## src/include/sram_defs.svh

```systemverilog
// Widths fixed for a 2 KB array of 64-bit words; only full-width (8-byte) beats are legal
`ifndef SRAM_DEFS_SVH
`define SRAM_DEFS_SVH

// ====================
// Data path
// ====================

// Word width, also the AXI data bus width
`define SRAM_DATA_W 64

// Number of words in the array
`define SRAM_DEPTH 256

// ====================
// AXI side
// ====================

// Byte address, covers 2 KB
`define SRAM_ADDR_W 11

// Transaction ID carried from AR/AW to R/B
`define SRAM_ID_W 4

`endif

```

## src/rtl/axi_pkg.sv

```systemverilog
// AXI4 burst and response encodings; reserved burst code 2'b11 passes legality like FIXED
`include "sram_defs.svh"

package axi_pkg;

    // Burst type as coded on AxBURST
    typedef enum logic [1:0] {
        BURST_FIXED = 2'b00,
        BURST_INCR  = 2'b01,
        BURST_WRAP  = 2'b10
    } burst_e;

    // Only the two responses this slave produces
    typedef enum logic [1:0] {
        RESP_OKAY   = 2'b00,
        RESP_SLVERR = 2'b10
    } resp_e;

    typedef logic [7:0] len_t;
    typedef logic [2:0] size_t;

    // Size code of a full bus-width beat
    localparam size_t FULL_SIZE = size_t'($clog2(`SRAM_DATA_W / 8));

    // Full-width beats only, WRAP restricted to 2/4/8/16 beats
    function automatic logic burst_legal(input size_t size, input burst_e burst,
                                         input len_t len);
        logic size_ok;
        logic len_ok;
        size_ok = (size == FULL_SIZE);
        len_ok  = (burst != BURST_WRAP) || (len == 8'd1) || (len == 8'd3) ||
                  (len == 8'd7) || (len == 8'd15);
        return size_ok && len_ok;
    endfunction

endpackage

```

## src/rtl/sram_pkg.sv

```systemverilog
// Memory-side types; word index is the byte address with the in-word offset dropped
`include "sram_defs.svh"

package sram_pkg;

    // ====================
    // Storage types
    // ====================

    // One array word, same width as the AXI data bus
    typedef logic [`SRAM_DATA_W-1:0] word_t;

    // One enable per byte lane
    typedef logic [`SRAM_DATA_W/8-1:0] strb_t;

    // Word index into the array
    typedef logic [$clog2(`SRAM_DEPTH)-1:0] widx_t;

    // ====================
    // Derived sizes
    // ====================

    // Bytes per word
    localparam int WORD_BYTES = `SRAM_DATA_W / 8;

    // Byte address bits below the word index
    localparam int OFFS_W = $clog2(WORD_BYTES);

    // Bits in a word index
    localparam int IDX_W = $bits(widx_t);

endpackage

```

## src/rtl/sram_mem_if.sv

```systemverilog
// No handshake; the array takes every request and read data lags rd_en by one clock
`timescale 1ns/10ps

interface sram_mem_if;

    // ====================
    // Read group
    // ====================
    logic            rd_en;
    sram_pkg::widx_t rd_idx;
    sram_pkg::word_t rd_data;

    // ====================
    // Write group
    // ====================
    logic            wr_en;
    sram_pkg::widx_t wr_idx;
    sram_pkg::word_t wr_data;
    sram_pkg::strb_t wr_strb;

    // Read engine side
    modport rd_port (output rd_en, output rd_idx, input rd_data);

    // Write engine side
    modport wr_port (output wr_en, output wr_idx, output wr_data, output wr_strb);

    // Array side
    modport mem (
        input  rd_en, input wr_en,
        input  rd_idx, input wr_idx,
        input  wr_data, input wr_strb,
        output rd_data
    );

endinterface

```

## src/rtl/axi_burst_addr.sv

```systemverilog
// Word-granular sequencer; assumes full-width beats, so low address bits are dropped
`timescale 1ns/10ps
`include "sram_defs.svh"

module axi_burst_addr (
    input  logic                    i_aclk,
    input  logic                    i_areset_n,
    input  logic                    i_load,
    input  logic [`SRAM_ADDR_W-1:0] i_addr,
    input  axi_pkg::len_t           i_len,
    input  axi_pkg::burst_e         i_burst,
    input  logic                    i_step,
    output sram_pkg::widx_t         o_idx
);

    sram_pkg::widx_t r_idx;
    sram_pkg::widx_t r_mask;
    axi_pkg::burst_e r_burst;
    sram_pkg::widx_t w_idx_inc;
    sram_pkg::widx_t w_idx_wrap;

    assign w_idx_inc = r_idx + 1'b1;

    // Upper bits stay in the aligned block, lower bits roll over
    assign w_idx_wrap = (r_idx & ~r_mask) | (w_idx_inc & r_mask);

    always_ff @(posedge i_aclk) begin
        if (!i_areset_n) begin
            r_idx   <= '0;
            r_mask  <= '0;
            r_burst <= axi_pkg::BURST_FIXED;
        end else if (i_load) begin
            r_idx   <= i_addr[sram_pkg::OFFS_W +: sram_pkg::IDX_W];
            // For legal WRAP lengths, len is beats-1, i.e. the block mask
            r_mask  <= sram_pkg::widx_t'(i_len);
            r_burst <= i_burst;
        end else if (i_step) begin
            case (r_burst)
                axi_pkg::BURST_INCR: begin
                    r_idx <= w_idx_inc;
                end
                axi_pkg::BURST_WRAP: begin
                    r_idx <= w_idx_wrap;
                end
                default: begin
                    // FIXED and reserved codes stay on one word
                    r_idx <= r_idx;
                end
            endcase
        end
    end

    assign o_idx = r_idx;

endmodule

```

## src/rtl/axi_wr_engine.sv

```systemverilog
// One write burst at a time; beat count comes from AWLEN, WLAST is not checked
`timescale 1ns/10ps
`include "sram_defs.svh"

module axi_wr_engine (
    input  logic                    i_aclk,
    input  logic                    i_areset_n,
    // AW channel
    input  logic [`SRAM_ID_W-1:0]   i_awid,
    input  logic [`SRAM_ADDR_W-1:0] i_awaddr,
    input  axi_pkg::len_t           i_awlen,
    input  axi_pkg::size_t          i_awsize,
    input  axi_pkg::burst_e         i_awburst,
    input  logic                    i_awvalid,
    output logic                    o_awready,
    // W channel
    input  sram_pkg::word_t         i_wdata,
    input  sram_pkg::strb_t         i_wstrb,
    input  logic                    i_wvalid,
    output logic                    o_wready,
    // B channel
    output logic [`SRAM_ID_W-1:0]   o_bid,
    output axi_pkg::resp_e          o_bresp,
    output logic                    o_bvalid,
    input  logic                    i_bready,
    sram_mem_if.wr_port             mem
);

    typedef enum logic [1:0] {
        WR_IDLE,
        WR_DATA,
        WR_RESP
    } wr_state_e;

    wr_state_e             r_state;
    logic [`SRAM_ID_W-1:0] r_bid;
    axi_pkg::len_t         r_len;
    logic                  r_legal;
    axi_pkg::len_t         r_beat_cnt;

    logic w_aw_hs;
    logic w_w_hs;
    logic w_b_hs;
    logic w_last_beat;

    // ====================
    // Handshakes
    // ====================

    assign w_aw_hs     = i_awvalid && o_awready;
    assign w_w_hs      = i_wvalid && o_wready;
    assign w_b_hs      = o_bvalid && i_bready;
    assign w_last_beat = (r_beat_cnt == r_len);

    // ====================
    // Controller
    // ====================

    always_ff @(posedge i_aclk) begin
        if (!i_areset_n) begin
            r_state    <= WR_IDLE;
            r_beat_cnt <= '0;
        end else begin
            case (r_state)
                WR_IDLE: begin
                    if (w_aw_hs) begin
                        r_state    <= WR_DATA;
                        r_beat_cnt <= '0;
                    end
                end
                WR_DATA: begin
                    if (w_w_hs) begin
                        if (w_last_beat) begin
                            r_state <= WR_RESP;
                        end else begin
                            r_beat_cnt <= r_beat_cnt + 8'd1;
                        end
                    end
                end
                WR_RESP: begin
                    // Response must drain before the next AW
                    if (w_b_hs) r_state <= WR_IDLE;
                end
                default: begin
                    r_state <= WR_IDLE;
                end
            endcase
        end
    end

    // ID and legality held until the response
    always_ff @(posedge i_aclk) begin
        if (w_aw_hs) begin
            r_bid   <= i_awid;
            r_len   <= i_awlen;
            r_legal <= axi_pkg::burst_legal(i_awsize, i_awburst, i_awlen);
        end
    end

    axi_burst_addr u_addr (
        .i_aclk     (i_aclk),
        .i_areset_n (i_areset_n),
        .i_load     (w_aw_hs),
        .i_addr     (i_awaddr),
        .i_len      (i_awlen),
        .i_burst    (i_awburst),
        .i_step     (w_w_hs),
        .o_idx      (mem.wr_idx)
    );

    // Beat lands in the array on its own handshake edge
    assign mem.wr_en   = w_w_hs && r_legal;
    assign mem.wr_data = i_wdata;
    assign mem.wr_strb = i_wstrb;

    assign o_awready = (r_state == WR_IDLE);
    assign o_wready  = (r_state == WR_DATA);
    assign o_bvalid  = (r_state == WR_RESP);
    assign o_bid     = r_bid;
    assign o_bresp   = r_legal ? axi_pkg::RESP_OKAY : axi_pkg::RESP_SLVERR;

endmodule

```

## src/flat_wrapper.sv

```systemverilog
// flat-port wrapper written by rule: the top's interface ports become plain ports
module axi_wr_engine_flat 
  (i_aclk, i_areset_n, i_awid, i_awaddr, i_awlen, i_awsize, i_awburst, i_awvalid, o_awready, i_wdata, i_wstrb, i_wvalid, o_wready, o_bid, o_bresp, o_bvalid, i_bready, mem_wr_en, mem_wr_idx, mem_wr_data, mem_wr_strb);
  sram_mem_if mem_i ();
  input  logic i_aclk;
  input  logic i_areset_n;
  input  logic [`SRAM_ID_W-1:0] i_awid;
  input  logic [`SRAM_ADDR_W-1:0] i_awaddr;
  input  axi_pkg::len_t i_awlen;
  input  axi_pkg::size_t i_awsize;
  input  axi_pkg::burst_e i_awburst;
  input  logic i_awvalid;
  output logic o_awready;
  input  sram_pkg::word_t i_wdata;
  input  sram_pkg::strb_t i_wstrb;
  input  logic i_wvalid;
  output logic o_wready;
  output logic [`SRAM_ID_W-1:0] o_bid;
  output axi_pkg::resp_e o_bresp;
  output logic o_bvalid;
  input  logic i_bready;
  output wire logic [$bits(mem_i.wr_en)-1:0] mem_wr_en;
  output wire logic [$bits(mem_i.wr_idx)-1:0] mem_wr_idx;
  output wire logic [$bits(mem_i.wr_data)-1:0] mem_wr_data;
  output wire logic [$bits(mem_i.wr_strb)-1:0] mem_wr_strb;
  assign mem_wr_en = mem_i.wr_en;
  assign mem_wr_idx = mem_i.wr_idx;
  assign mem_wr_data = mem_i.wr_data;
  assign mem_wr_strb = mem_i.wr_strb;
  axi_wr_engine u_core (.i_aclk(i_aclk), .i_areset_n(i_areset_n), .i_awid(i_awid), .i_awaddr(i_awaddr), .i_awlen(i_awlen), .i_awsize(i_awsize), .i_awburst(i_awburst), .i_awvalid(i_awvalid), .o_awready(o_awready), .i_wdata(i_wdata), .i_wstrb(i_wstrb), .i_wvalid(i_wvalid), .o_wready(o_wready), .o_bid(o_bid), .o_bresp(o_bresp), .o_bvalid(o_bvalid), .i_bready(i_bready), .mem(mem_i));
endmodule
```

## config.mk

```make
export PLATFORM = sky130hd
export DESIGN_NAME = axi_wr_engine_flat
export DESIGN_NICKNAME = d
export VERILOG_FILES = /design/src/rtl/axi_pkg.sv /design/src/rtl/sram_pkg.sv /design/src/rtl/sram_mem_if.sv /design/src/rtl/axi_burst_addr.sv /design/src/rtl/axi_wr_engine.sv /design/src/flat_wrapper.sv
export VERILOG_INCLUDE_DIRS = /design/src /design/src/include
export SDC_FILE = /design/constraint.sdc
export NUM_CORES = 1
export LEC_CHECK = 0
export BUFFER_PORTS_ARGS = -buffer_cell sky130_fd_sc_hd__buf_2
export CELL_PAD_IN_SITES_DETAIL_PLACEMENT = 1
export CELL_PAD_IN_SITES_GLOBAL_PLACEMENT = 1
export CORE_ASPECT_RATIO = 1.2
export CORE_MARGIN = 10
export CORE_UTILIZATION = 30
export CTS_BUF_LIST = sky130_fd_sc_hd__clkbuf_4 sky130_fd_sc_hd__clkbuf_8
export DETAILED_ROUTE_END_ITERATION = 7
export PLACE_DENSITY = 0.86
export SETUP_SLACK_MARGIN = 0.4
export SYNTH_ARGS = -nofsm -noshare
export SYNTH_HDL_FRONTEND = slang
export SYNTH_SLANG_ARGS = --single-unit
```

## constraint.sdc

```tcl
create_clock -name i_aclk -period 3.8 [get_ports i_aclk]
set_input_delay 0.19 -clock i_aclk [delete_from_list [all_inputs] [get_ports i_aclk]]
set_output_delay 0.19 -clock i_aclk [all_outputs]
set_load 0.005 [all_outputs]
```

Word level (Yosys, flattened, before mapping)
Index checks and enable logic that the tools add are counted.
{ "totals": {"reg_bits": 41, "latchBits": 0, "ramBits": 0, "rom_bits": 0, "mem_count": 0} }
{ "op_classes": {"addsub": 2, "n_mul": 0, "div": 0, "magnitude_cmp": 0, "n_eq_ne": 16, "shift": 0, "mux": 13, "bitwise": 4, "n_reduce_logical": 16} }
{ "op_table": {"columns": ["op", "count"], "rows": [
  ["8-bit 2-to-1 mux", 5],
  ["8-bit case mux with 2 select lines", 2],
  ["8-bit by 1-bit adder with 8-bit output (second input constant)", 2],
  ["8-bit bitwise AND", 2],
  ["2-bit inequality test (second input constant)", 6],
  ["2-bit 2-to-1 mux", 5],
  ["8-bit by 1-bit == test with 1-bit output (second input constant)", 1],
  ["8-bit by 2-bit == test with 1-bit output (second input constant)", 1],
  ["8-bit by 3-bit == test with 1-bit output (second input constant)", 1],
  ["8-bit by 4-bit == test with 1-bit output (second input constant)", 1],
  ["8-bit == test", 1],
  ["8-bit inverter", 1],
  ["8-bit bitwise OR", 1],
  ["4-bit AND reduction", 2],
  ["2-bit case mux with 3 select lines", 1],
  ["1-bit logical AND", 5],
  ["2-bit by 1-bit == test with 1-bit output (second input constant)", 2],
  ["2-bit == test (second input constant)", 2],
  ["1-bit logical OR", 4],
  ["2-bit nonzero test", 2],
  ["3-bit by 2-bit == test with 1-bit output (second input constant)", 1],
  ["3-bit nonzero test", 1],
  ["2-bit logical NOT", 1],
  ["2-bit AND reduction", 1]
]} }

Logic depth before layout (Yosys ltp)
Gate-level depths: netlist of run 1.
{ "logic_depth": {"ltp_word": 6, "depth_mapped": 7} }

Hierarchy
A second synthesis of run 1 with hierarchy kept.
{ "unflattened": {"cells_unflattened": 294, "hier_area_um2": 2681.3} }
{ "modules_own_cells": {"columns": ["mod", "n_inst", "cells_per_inst", "area_each_um2"], "rows": [
  ["axi_wr_engine", 1, 182, 1689.1],
  ["axi_burst_addr", 1, 112, 992.2]
]} }

Worst setup path after synthesis of run 1
OpenSTA, ideal clock, no wires.
{ "synth_path": {"kind": "register to register", "startpoint": "register u_core.r_state[1]", "endpoint": "register u_core.r_bid[0], in the netlist u_core.o_bid[0], enable pin", "setup_time_ns": 0.341, "arrival_ns": 1.374, "required_ns": 3.459, "setup_slack_ns": 2.085, "stages_incl_launch_ff": 6, "n_path_buf": 3, "period_less_slack_ns": 1.715, "cell_sequence": "dfxtp_1 buf_2 or3b_1 clkbuf_1 inv_2 buf_2"} }
{ "synth_via": {"elab_chain_cells": 2} }
{ "synth_rtl": {"columns": ["element", "line", "text"], "rows": [
  ["from (decl)", "axi_wr_engine.sv:35", "wr_state_e r_state;"],
  ["from (signal assigned)", "axi_wr_engine.sv:61", "r_state <= WR_IDLE;"],
  ["from (signal assigned)", "axi_wr_engine.sv:67", "r_state <= WR_DATA;"],
  ["from (signal assigned)", "axi_wr_engine.sv:74", "r_state <= WR_RESP;"],
  ["2-bit logical NOT", "axi_wr_engine.sv:116", "assign o_awready = (r_state == WR_IDLE);"],
  ["1-bit logical AND", "axi_wr_engine.sv:50", "assign w_aw_hs = i_awvalid && o_awready;"],
  ["via u_core.u_addr.i_load", "axi_burst_addr.sv:8", "input logic i_load,"],
  ["to (signal assigned)", "axi_wr_engine.sv:94", "r_bid <= i_awid;"],
  ["to (decl)", "axi_wr_engine.sv:36", "logic [`SRAM_ID_W-1:0] r_bid;"]
]} }
The timed path passes the listed nets, and every way through them passes these cells.
A chain may end at the register's enable or synchronous reset.

Worst setup path in the final report of run 1
{ "layout_path": {"startpoint": "register u_core.r_state[0]", "endpoint": "output mem_wr_en"} }
{ "layout_via": {"elab_chain_cells": 3} }
{ "layout_rtl": {"columns": ["element", "line", "text"], "rows": [
  ["2-bit by 1-bit == test with 1-bit output", "axi_wr_engine.sv:117", "assign o_wready = (r_state == WR_DATA);"],
  ["1-bit logical AND", "axi_wr_engine.sv:51", "assign w_w_hs = i_wvalid && o_wready;"],
  ["1-bit logical AND", "axi_wr_engine.sv:112", "assign mem.wr_en = w_w_hs && r_legal;"],
  ["to (decl)", "flat_wrapper.sv:22", "output wire logic [$bits(mem_i.wr_en)-1:0] mem_wr_en;"]
]} }
Every way passes these cells.

==> key figures, run 1 <==
Outcome
  – Status: finished, final reports clean

Layout
  – Fillers: 1056
  – Layout Nets: 372
  – Most frequent cells in the layout: 46 x buf_2, 33 x nand2_1, 28 x dfxtp_1
  – Ant. Diodes: 0
  – Commonest non-fill, non-tap cell in the layout: buf_2
  – Fraction of layout cells with a size suffix above 1: 0.237
  – Layout overhead on the synthesized area: -3.46%
  – Final instance area: 2510 um^2

Clocking
  – CTS sink count: 41
  – Inserted Clock Buffers: 5
  – Htree depth: 2
  – CTS max path bufs: 2
  – CTS tree: done
  – Clk Tree Root Cell: clkbuf_8
  – Clock slew at reported path FFs: 0.08 ns
  – Post-CTS Hold Fix Bufs: 0
  – Cts repair resizes: 0
  – Worst skew pair latency: 0.30 ns
  – Post-CTS Setup Bufs: 0

Setup path
  – Worst-path cell chain: nor2b_1 -> nand2_1 -> nor2_1 -> buf_2
  – R2R depth: 5
  – FF-to-FF setup slack: 1.82 ns
  – Critical Path Max Stage Delay: 0.57 ns
  – Setup crit start kind: flop
  – Critical path data required time: 3.61 ns
  – Max FO, Critical Path: 7
  – Setup crit end kind: primary output
  – Setup CP Type: reg -> out
  – Slowest CP cell: nor2b_1
  – Reg2reg start: u_core.r_state[1]$_SDFFE_PN0P_
  – Crit path DAT: 1.79 ns

Route
  – Vias per cell: 4.88
  – Total number of vias: 1869
  – Final WL: 6400 um
  – 1st-pass router iterations: 4
  – Wire length per cell: 16.7 um
  – DRC: 0
  – Antenna viol nets, final: 0
  – Iter 0 DRT Violations: 100

Synthesis
  – Mapped Avg Cell Area: 8.85 um^2
  – FF+latch count, synth: 41
  – Synth cell types: 52
  – Number of synthesized flops with an enable pin: 13
  – Share of the synthesized area in the top cell type: 0.215
  – Net Count, Synth: 401
  – Top FF cell, synth: dfxtp_1
  – Share of synthesized registers carrying an async set or reset: 0
  – Synth area leaders: dfxtp_1 22%, buf_4 21%, edfxtp_1 15%, nand2_1 4.8%, a21oi_1 3.7%
  – Netlist Area Pre-Place: 2600 um^2
  – Sequential area share after synthesis: 0.366
  – Cell accounting for the most synthesized area: dfxtp_1
  – Syn Inst Count: 294
  – Yosys warns: 0

Pwr
  – Static Leak: 1.03 nW
  – Final Power: 1.02 mW
  – Max IR drop VDD: 267 uV
  – Pwr/cell area: 405 nW/um^2

STA
  – Final hold slack: 0.0726 ns
  – Final Hold Viols: 0
  – TNS Setup: 0 ns
  – Worst Setup Slack, final: 1.82 ns
  – Worst-Margin Slew: 0.653 ns
  – RSZ-0062 raised after global routing: false
  – Final min period: 1.98 ns
  – Max-slew violations: 0
  – Achievable Freq: 504 MHz
  – Tcrit/Tclk final: 0.522
  – Max Clock Skew: 0.0104 ns
  – Slew HR: 0.564
  – Final setup violation count: 0

Global routing
  – Overflow after GRT: 0
  – Global-route wire length before repair: 10300 um
  – Total GRT Usage: 0.0985
  – Largest net degree at the start of global routing: 32
  – Vias in the first global route: 2053
  – Antenna violations before repair: 0

Placed design
  – Port Buffers: 46
  – Dpl cell area: 2390 um^2
  – Post-DP HPWL: 4990 um
  – Gp weighted congestion: 0.790
  – Post-Place Worst Slack: 1.81 ns

Min path
  – Min-Delay Path Class: in -> reg
  – Hold Path Cell Cnt: 1
  – Worst Hold Endpoint: u_core.o_bid[0]$_DFFE_PP_
  – Hold path startpoint: i_awid[0]

Floorplan
  – Die Span Y: 122 um
  – Core ar.: 8520 um^2
  – I/O pins: 195
  – Die Footprint: 12800 um^2
  – Initial core utilization: 0.305
  – Std-Cell Rows: 37
  – Horiz. Die Dim: 105 um

Run
  – Max-Cap Viols: 0
[cell type report]
class / instances / area (um^2) / area share
multi-input cells: 162 / 1030 / 0.409
flip-flops and latches: 41 / 951 / 0.379
repair buffers: 47 / 238 / 0.0947
well taps: 117 / 146 / 0.0583
clock buffers: 7 / 90.1 / 0.0359
clock inverters: 1 / 30.0 / 0.0120
inverters: 8 / 30.0 / 0.0120
[synthesized netlist by cell type (2+ instances only)]
cell type / count
o21ai_1: 2
nand4_1: 4
buf_2: 4
buf_4: 74
nor2_1: 19
dfxtp_1: 28
and2_1: 2
a31o_1: 4
xor2_1: 6
ha_1: 2
a311oi_1: 2
a21oi_1: 19
inv_1: 6
clkbuf_1: 5
a31oi_1: 3
a211oi_1: 2
o21bai_1: 2
nand2_1: 33
nor2b_1: 4
o2111ai_1: 2
edfxtp_1: 13
o211a_1: 2
and3_1: 3
o21ai_0: 7
o211ai_1: 2
nor4_4: 2
o21a_1: 3
xnor2_1: 5
nor3_1: 2
nand2b_1: 3
nand3_1: 7
xor2_2: 2
[critical path, delay by kind of cell (launching register included)]
kind / cells / cell delay [ns]
and+or+nand+nor: 3 / 0.94
DFF: 1 / 0.43
buffers and inverters: 1 / 0.12
[metrics by stage]
step,std cells,utilization
global placement,375,0.281
CTS,383,0.295
detailed placement,375,0.281
floorplan,294,-
global route,383,0.295
finish,383,0.295
[power breakdown]
| part | switching (mW) | internal, mW | total (mW) |
|---|---|---|---|
| clock network | 0.153 | 0.221 | 0.375 |
| logic | 0.0820 | 0.0589 | 0.141 |
| registers | 0.0238 | 0.479 | 0.502 |
[how the worst max path moves through the flow]
stage	endpoint	startpoint	slack (ns)
after global placement	flop	u_core.r_state[1]$_SDFFE_PN0P_	1.87
final	mem_wr_en	u_core.r_state[0]$_SDFFE_PN0P_	1.82
after detailed placement	flop	u_core.r_state[1]$_SDFFE_PN0P_	1.81
after CTS	mem_wr_en	u_core.r_state[0]$_SDFFE_PN0P_	1.76
after global routing	mem_wr_en	u_core.r_state[0]$_SDFFE_PN0P_	1.59
after floorplan	u_core.o_bid[0]$_DFFE_PP_	u_core.r_state[1]$_SDFFE_PN0P_	2.09
[metal layers]
layer | vias up | wire length (um) | global-route usage
met4 | 0 | 233 | 0.0619
met2 | 83 | 3380 | 0.179
met1 | 879 | 2430 | 0.0960
met5 | - | 0 | 0
li1 | 878 | - | -
met3 | 29 | 357 | 0.0301
[logic make-up (layout without fill, tap and decap cells)]
kind of cell	after synthesis	after routing	synth area share
buffers and inverters	91	63	0.240
adders and majority gates	2	2	0.00962
and+or+nand+nor	85	85	0.164
DFF	41	41	0.366
other	1	1	0.00144
muxes	1	1	0.00433
xor gates and xnor gates	13	13	0.0495
AOI/OAI and AO/OA	60	60	0.166
Note: power is estimated with default switching activity, not from simulation.
==> run 2: changes to the inputs <==
--- a/config.mk
+++ b/config.mk
@@ -11,10 +11,10 @@
 export CELL_PAD_IN_SITES_GLOBAL_PLACEMENT = 1
 export CORE_ASPECT_RATIO = 1.2
 export CORE_MARGIN = 10
-export CORE_UTILIZATION = 30
+export CORE_UTILIZATION = 28
 export CTS_BUF_LIST = sky130_fd_sc_hd__clkbuf_4 sky130_fd_sc_hd__clkbuf_8
 export DETAILED_ROUTE_END_ITERATION = 7
-export PLACE_DENSITY = 0.86
+export PLACE_DENSITY = 0.81
 export SETUP_SLACK_MARGIN = 0.4
 export SYNTH_ARGS = -nofsm -noshare
 export SYNTH_HDL_FRONTEND = slang
==> constraint.sdc (replaced) <==
create_clock -name i_aclk -period 2 [get_ports i_aclk]
set_input_delay 0.1 -clock i_aclk [delete_from_list [all_inputs] [get_ports i_aclk]]
set_output_delay 0.1 -clock i_aclk [all_outputs]
set_load 0.005 [all_outputs]
==> run 2 against run 1 <==
  * Hold slack got worse by 0.062 ns
  * Routed wire length rose by 8.9%
  * Critical path type is now reg -> reg
  * Highest routed layer unchanged
  * Critical endpoint is now u_core.r_beat_cnt[6]$_SDFFE_PN0P_
  * Non-clock buffer count increased by 20
==> key figures, run 2 (synthesis gave the netlist of run 1 again) <==
Outcome
  – Status: finished, final reports clean

STA
  – Achievable Freq: 559 MHz
  – Worst Setup Slack, final: 0.212 ns
  – RSZ-0062 raised after global routing: true
  – Tcrit/Tclk final: 0.894
  – Final setup violation count: 0
  – Worst-Margin Slew: 0.550 ns
  – Final Hold Viols: 0
  – TNS Setup: 0 ns
  – Slew HR: 0.631
  – Final min period: 1.79 ns
  – Max-slew violations: 0
  – Max Clock Skew: 0.00717 ns

Floorplan
  – Core ar.: 9080 um^2
  – Initial core utilization: 0.286
  – Horiz. Die Dim: 108 um
  – Std-Cell Rows: 38
  – I/O pins: 195
  – Die Footprint: 13600 um^2
  – Die Span Y: 126 um

Setup path
  – Reg2reg start: u_core.r_len[5]$_DFFE_PP_
  – Crit path DAT: 1.97 ns
  – Critical path data required time: 2.19 ns
  – Max FO, Critical Path: 4
  – Setup crit start kind: flop
  – Setup CP Type: reg -> reg
  – FF-to-FF setup slack: 0.21 ns
  – Crit path launch: u_core.r_len[5]$_DFFE_PP_
  – Setup crit end kind: flop
  – R2R depth: 6

Placed design
  – Dpl cell area: 2460 um^2
  – Port Buffers: 46
  – Gp weighted congestion: 0.795
  – Post-DP HPWL: 4990 um
  – Post-Place Worst Slack: 0.156 ns

Layout
  – Commonest non-fill, non-tap cell in the layout: buf_2
  – Layout overhead on the synthesized area: 10.7%
  – Most frequent cells in the layout: 46 x buf_2, 30 x nand2_1, 24 x dfxtp_1
  – Final design utilization: 0.317
  – Register area: 958 um^2
  – Fillers: 1050
  – Fraction of layout cells with a size suffix above 1: 0.373
  – Final instance area: 2880 um^2
  – Ant. Diodes: 0
  – Layout Nets: 393
  – Multi-input logic area: 1160 um^2

Route
  – Iter 0 DRT Violations: 66
  – Wire length per cell: 17.1 um
  – Final WL: 6970 um
  – Total number of vias: 1971
  – Antenna viol nets, final: 0
  – 1st-pass router iterations: 4
  – DRC: 0
  – Vias per cell: 4.84

Pwr
  – Max IR drop VDD: 457 uV
  – P_int: 1.57 mW
  – Net Sw Power: 0.528 mW
  – Pwr/cell area: 728 nW/um^2
  – Gate power share: 0.165
  – Clk network pwr share: 0.379
  – Net Sw Frac: 0.252
  – Static Leak: 1.19 nW
  – Sequential power share: 0.456

Min path
  – Min-Delay Path Class: in -> reg
  – Hold Path Cell Cnt: 1
  – Hold path startpoint: i_awlen[6]

Clocking
  – Clock slew at reported path FFs: 0.08 ns
  – Worst skew pair latency: 0.30 ns
  – CTS max path bufs: 2
  – Clk Tree Root Cell: clkbuf_8
  – CTS sink count: 41
  – Inserted Clock Buffers: 5
  – CTS tree: done
  – Htree depth: 2

Run
  – Max-Cap Viols: 0

Global routing
  – Antenna violations before repair: 0
  – Total GRT Usage: 0.0976
  – Global-route wire length before repair: 10900 um
  – Overflow after GRT: 0
  – Vias in the first global route: 2162
  – Largest net degree at the start of global routing: 25
-- run 2: final timing paths --
kind / endpoint
worst min-delay path: u_core.r_len[6]$_DFFE_PP_
worst max register to register: u_core.r_beat_cnt[6]$_SDFFE_PN0P_
worst max-delay path: u_core.r_beat_cnt[6]$_SDFFE_PN0P_
worst min register to register: u_core.u_addr.r_mask[0]$_SDFFE_PN0P_
-- run 2: stage by stage --
stage | total power [mW] | std cells | hold WS [ns]
after floorplan | 1.25 | 294 | 0.199
after global placement | 1.25 | 385 | 0.200
after detailed placement | 1.26 | 385 | 0.200
after CTS | 2.09 | 402 | 0.00161
after global routing | 2.20 | 407 | -0.000916
final | 2.10 | 407 | 0.0106
-- run 2: layout make-up --
| type | count | area share |
|---|---|---|
| clock inverter | 3 | 0.0226 |
| sequential | 41 | 0.333 |
| tap | 120 | 0.0521 |
| multi-input combinational | 163 | 0.404 |
| clock buffer | 5 | 0.0239 |
| inverter | 8 | 0.0122 |
| timing repair buffer | 67 | 0.152 |
-- run 2: what timing repair did --
item / CTS / global route
pin swaps: 16 / 8
setup buffers: 5 / 3
cloned: 0 / 2
hold buffers: 4 / 0
setup endpoints to repair: 40 / 19
resized for setup: 19 / 18
endpoints found under the hold margin: 4 / 0
-- run 2: power by group through the flow --
stage | Combinational [mW] | Clock, mW | Sequential [mW]
final | 0.346 | 0.794 | 0.956
after global routing | 0.382 | 0.851 | 0.964
after CTS | 0.316 | 0.816 | 0.954
after detailed placement | 0.287 | 0 | 0.972
after global placement | 0.276 | 0 | 0.969
after floorplan | 0.287 | 0 | 0.962
-- run 2: layer usage --
metal / up-vias / global-route usage / share of wire
li1: 923 / - / -
met1: 949 / 0.0985 / 0.35
met2: 70 / 0.176 / 0.55
met3: 29 / 0.0267 / 0.059
met4: 0 / 0.0496 / 0.038
met5: - / 0 / 0
-- run 2: critical path, stage by stage (launching register included) --
cell      delay (ns)
edfxtp_1        0.43
xor2_2          0.21
nor4_4          0.08
buf_4           0.15
a311oi_4        0.29
nand4_1         0.18
mux2_1          0.34
==> run 3: changes to the inputs <==
--- a/config.mk
+++ b/config.mk
@@ -6,6 +6,7 @@
 export SDC_FILE = /design/constraint.sdc
 export NUM_CORES = 1
 export LEC_CHECK = 0
+export ABC_AREA = 1
 export BUFFER_PORTS_ARGS = -buffer_cell sky130_fd_sc_hd__buf_2
 export CELL_PAD_IN_SITES_DETAIL_PLACEMENT = 1
 export CELL_PAD_IN_SITES_GLOBAL_PLACEMENT = 1
@@ -14,7 +15,7 @@
 export CORE_UTILIZATION = 28
 export CTS_BUF_LIST = sky130_fd_sc_hd__clkbuf_4 sky130_fd_sc_hd__clkbuf_8
 export DETAILED_ROUTE_END_ITERATION = 7
-export PLACE_DENSITY = 0.81
+export PLACE_DENSITY = 0.82
 export SETUP_SLACK_MARGIN = 0.4
 export SYNTH_ARGS = -nofsm -noshare
 export SYNTH_HDL_FRONTEND = slang
==> run 3 against run 2 <==
  * Count of clock-buffer cells in the layout is 1 higher
  * Fmax is 16% higher
  * Non-clock buffer count is 8 lower
  * Hold slack better by 0.0059 ns
  * Critical path type unchanged
==> key figures, run 3 <==
Synthesis
  – Net Count, Synth: 475
  – Share of the synthesized area in the top cell type: 0.207
  – Number of synthesized flops with an enable pin: 13
  – Share of synthesized registers carrying an async set or reset: 0
  – Netlist Area Pre-Place: 2710 um^2
  – Synth top cells by count: 76 x nand2_1, 74 x buf_4, 36 x inv_1, 36 x nor2_1, 28 x dfxtp_1
  – Syn Inst Count: 368
  – Sequential area share after synthesis: 0.351
  – Yosys warns: 0
  – Top FF cell, synth: dfxtp_1
  – Mapped Avg Cell Area: 7.36 um^2
  – Cell accounting for the most synthesized area: dfxtp_1
  – FF+latch count, synth: 41
  – Synth cell types: 34
  – Most common cell in the synthesized netlist: nand2_1
  – Synth area leaders: dfxtp_1 21%, buf_4 21%, edfxtp_1 14%, nand2_1 11%, inv_1 5.0%

Placed design
  – Gp weighted congestion: 0.783
  – Post-DP HPWL: 5440 um
  – Port Buffers: 46

Route
  – DRC: 0
  – Antenna viol nets, final: 0
  – 1st-pass router iterations: 4
  – Total number of vias: 2277
  – Iter 0 DRT Violations: 81
  – Vias per cell: 4.76
  – Wire length per cell: 14.8 um
  – Final WL: 7080 um

Run
  – Max-Cap Viols: 0

Pwr
  – Max IR drop VDD: 330 uV
  – Pwr/cell area: 873 nW/um^2
  – Static Leak: 1.21 nW

Layout
  – Register area: 952 um^2
  – Layout overhead on the synthesized area: 2.03%
  – Ant. Diodes: 0
  – Fraction of layout cells with a size suffix above 1: 0.228
  – Commonest non-fill, non-tap cell in the layout: nand2_1
  – Fillers: 1200
  – Layout Nets: 461
  – Most frequent cells in the layout: 75 x nand2_1, 46 x buf_2, 35 x inv_1
  – Multi-input logic area: 1050 um^2

STA
  – Worst-Margin Slew: 0.508 ns
  – Final Hold Viols: 0
  – Tcrit/Tclk final: 0.771
  – Max Clock Skew: 0.0100 ns
  – TNS Setup: 0 ns
  – Final setup violation count: 0
  – RSZ-0062 raised after global routing: true
  – Max-slew violations: 0
  – Final hold slack: 0.0165 ns
  – Slew HR: 0.661
  – Final min period: 1.54 ns
  – Achievable Freq: 649 MHz

Floorplan
  – Horiz. Die Dim: 110 um
  – Die Footprint: 14000 um^2
  – Initial core utilization: 0.286
  – Std-Cell Rows: 39
  – Core ar.: 9470 um^2
  – I/O pins: 195
  – Die Span Y: 128 um

Setup path
  – Crit path launch: u_core.r_state[0]$_SDFFE_PN0P_
  – Crit path DAT: 1.75 ns
  – Setup crit end kind: flop
  – FF-to-FF setup slack: 0.46 ns
  – R2R depth: 8
  – Setup crit start kind: flop
  – Critical path data required time: 2.21 ns
  – Setup CP Type: reg -> reg
  – Reg2reg start: u_core.r_state[0]$_SDFFE_PN0P_
  – Max FO, Critical Path: 9

Global routing
  – Routing usage on met1: 0.0998
  – Antenna violations before repair: 0
  – Grt peak-use layer: met2
  – Largest net degree at the start of global routing: 25
  – Met2 Usage GRT: 0.184
  – Overflow after GRT: 0
  – GR met3 Demand/Resource: 0.0282
  – Vias in the first global route: 2382
  – Global-route wire length before repair: 11400 um
  – Total GRT Usage: 0.101

Clocking
  – Htree depth: 2
  – Inserted Clock Buffers: 5
  – Clk Tree Root Cell: clkbuf_8
  – CTS max path bufs: 2
  – Worst skew pair latency: 0.31 ns
  – CTS tree: done
  – CTS sink count: 41
  – Clock slew at reported path FFs: 0.09 ns

Outcome
  – Status: finished, final reports clean

Min path
  – Min-Delay Path Class: in -> reg
==> run 3: changes by cell type after synthesis, sizes merged, moves of 12 or more <==
cell and change:
nand3 +15, o21ai +12, nand2 +47, inv +30, nor2 +18
==> run 3: timing repair <==
item	4_1_cts	5_1_grt
setup endpoints to repair	0	13
gates resized for setup	0	9
hold buffers	6	0
endpoints found under the hold margin	6	0
setup buffers	0	3
==> run 3: layout make-up <==
cell class / instances / area share
well taps: 123 / 0.0557
clock buffers: 6 / 0.0276
multi-input cells: 209 / 0.379
repair buffers: 59 / 0.125
flip-flops and latches: 41 / 0.345
inverters: 38 / 0.0548
clock inverters: 2 / 0.0127
==> run 3: worst min path at each step <==
stage,start,endpoint,slack (ns),depth (start not counted)
2_1_floorplan,i_awid[0],u_core.o_bid[0]$_DFFE_PP_,0.20,0
3_3_place_gp,i_wdata[11],mem_wr_data[11],0.20,0
3_5_place_dp,i_wdata[11],mem_wr_data[11],0.20,0
4_1_cts,i_awlen[0],u_core.r_len[0]$_DFFE_PP_,0.01,1
5_1_grt,i_awlen[4],u_core.r_len[4]$_DFFE_PP_,0.007,1
6_report,i_awlen[0],u_core.r_len[0]$_DFFE_PP_,0.02,1
==> run 3: worst max-delay path: stages (launching register included) <==
cell and delay (ns):
dfxtp_1 0.37, nor2_2 0.07, nand2_4 0.12, clkinvlp_4 0.22, or2_2 0.34, o21ai_1 0.17
nand2_1 0.07, nand2_1 0.06, nor2_1 0.04
==> run 3: metal layers <==
layer,wire [um],part of all wire,vias up
li1,-,-,1067
met1,2690,0.38,1098
met2,3800,0.54,74
met3,366,0.052,38
met4,223,0.032,0
met5,0,0,-
==> run 3: logic make-up (layout without fill, tap and decap cells) <==
kind of cell             count (synthesis)  count (layout)  synth area share
flip-flops                              41              41             0.351
buffers and inverters                  118             105             0.269
other                                    1               1           0.00138
AO/OA/AOI/OAI                           49              49             0.103
AND/OR/NAND/NOR                        148             148             0.236
adder cells (fa/ha/maj)                  2               2           0.00924
multiplexers                             1               1           0.00370
XOR/XNOR                                 8               8            0.0259
==> run 3: report_power, final <==
part,internal [mW],leakage (nW),switching [mW]
logic,0.259,0.793,0.417
registers,0.968,0.354,0.0761
clock network,0.384,0.0586,0.309
total,1.61,1.21,0.802
==> run 3: metrics by stage <==
| stage | cells | cell area [um^2] | setup slack [ns] | util | power, mW |
|---|---|---|---|---|---|
| finish | 478 | 2760 | 0.458 | 0.292 | 2.41 |
| global route | 478 | 2760 | 0.349 | 0.292 | 2.57 |
| CTS | 475 | 2710 | 0.418 | 0.286 | 2.40 |
| detailed placement | 461 | 2540 | 0.438 | 0.268 | 1.70 |
| global placement | 461 | 2540 | 0.466 | 0.268 | 1.67 |
| floorplan | 368 | 2710 | 0.644 | - | 1.58 |
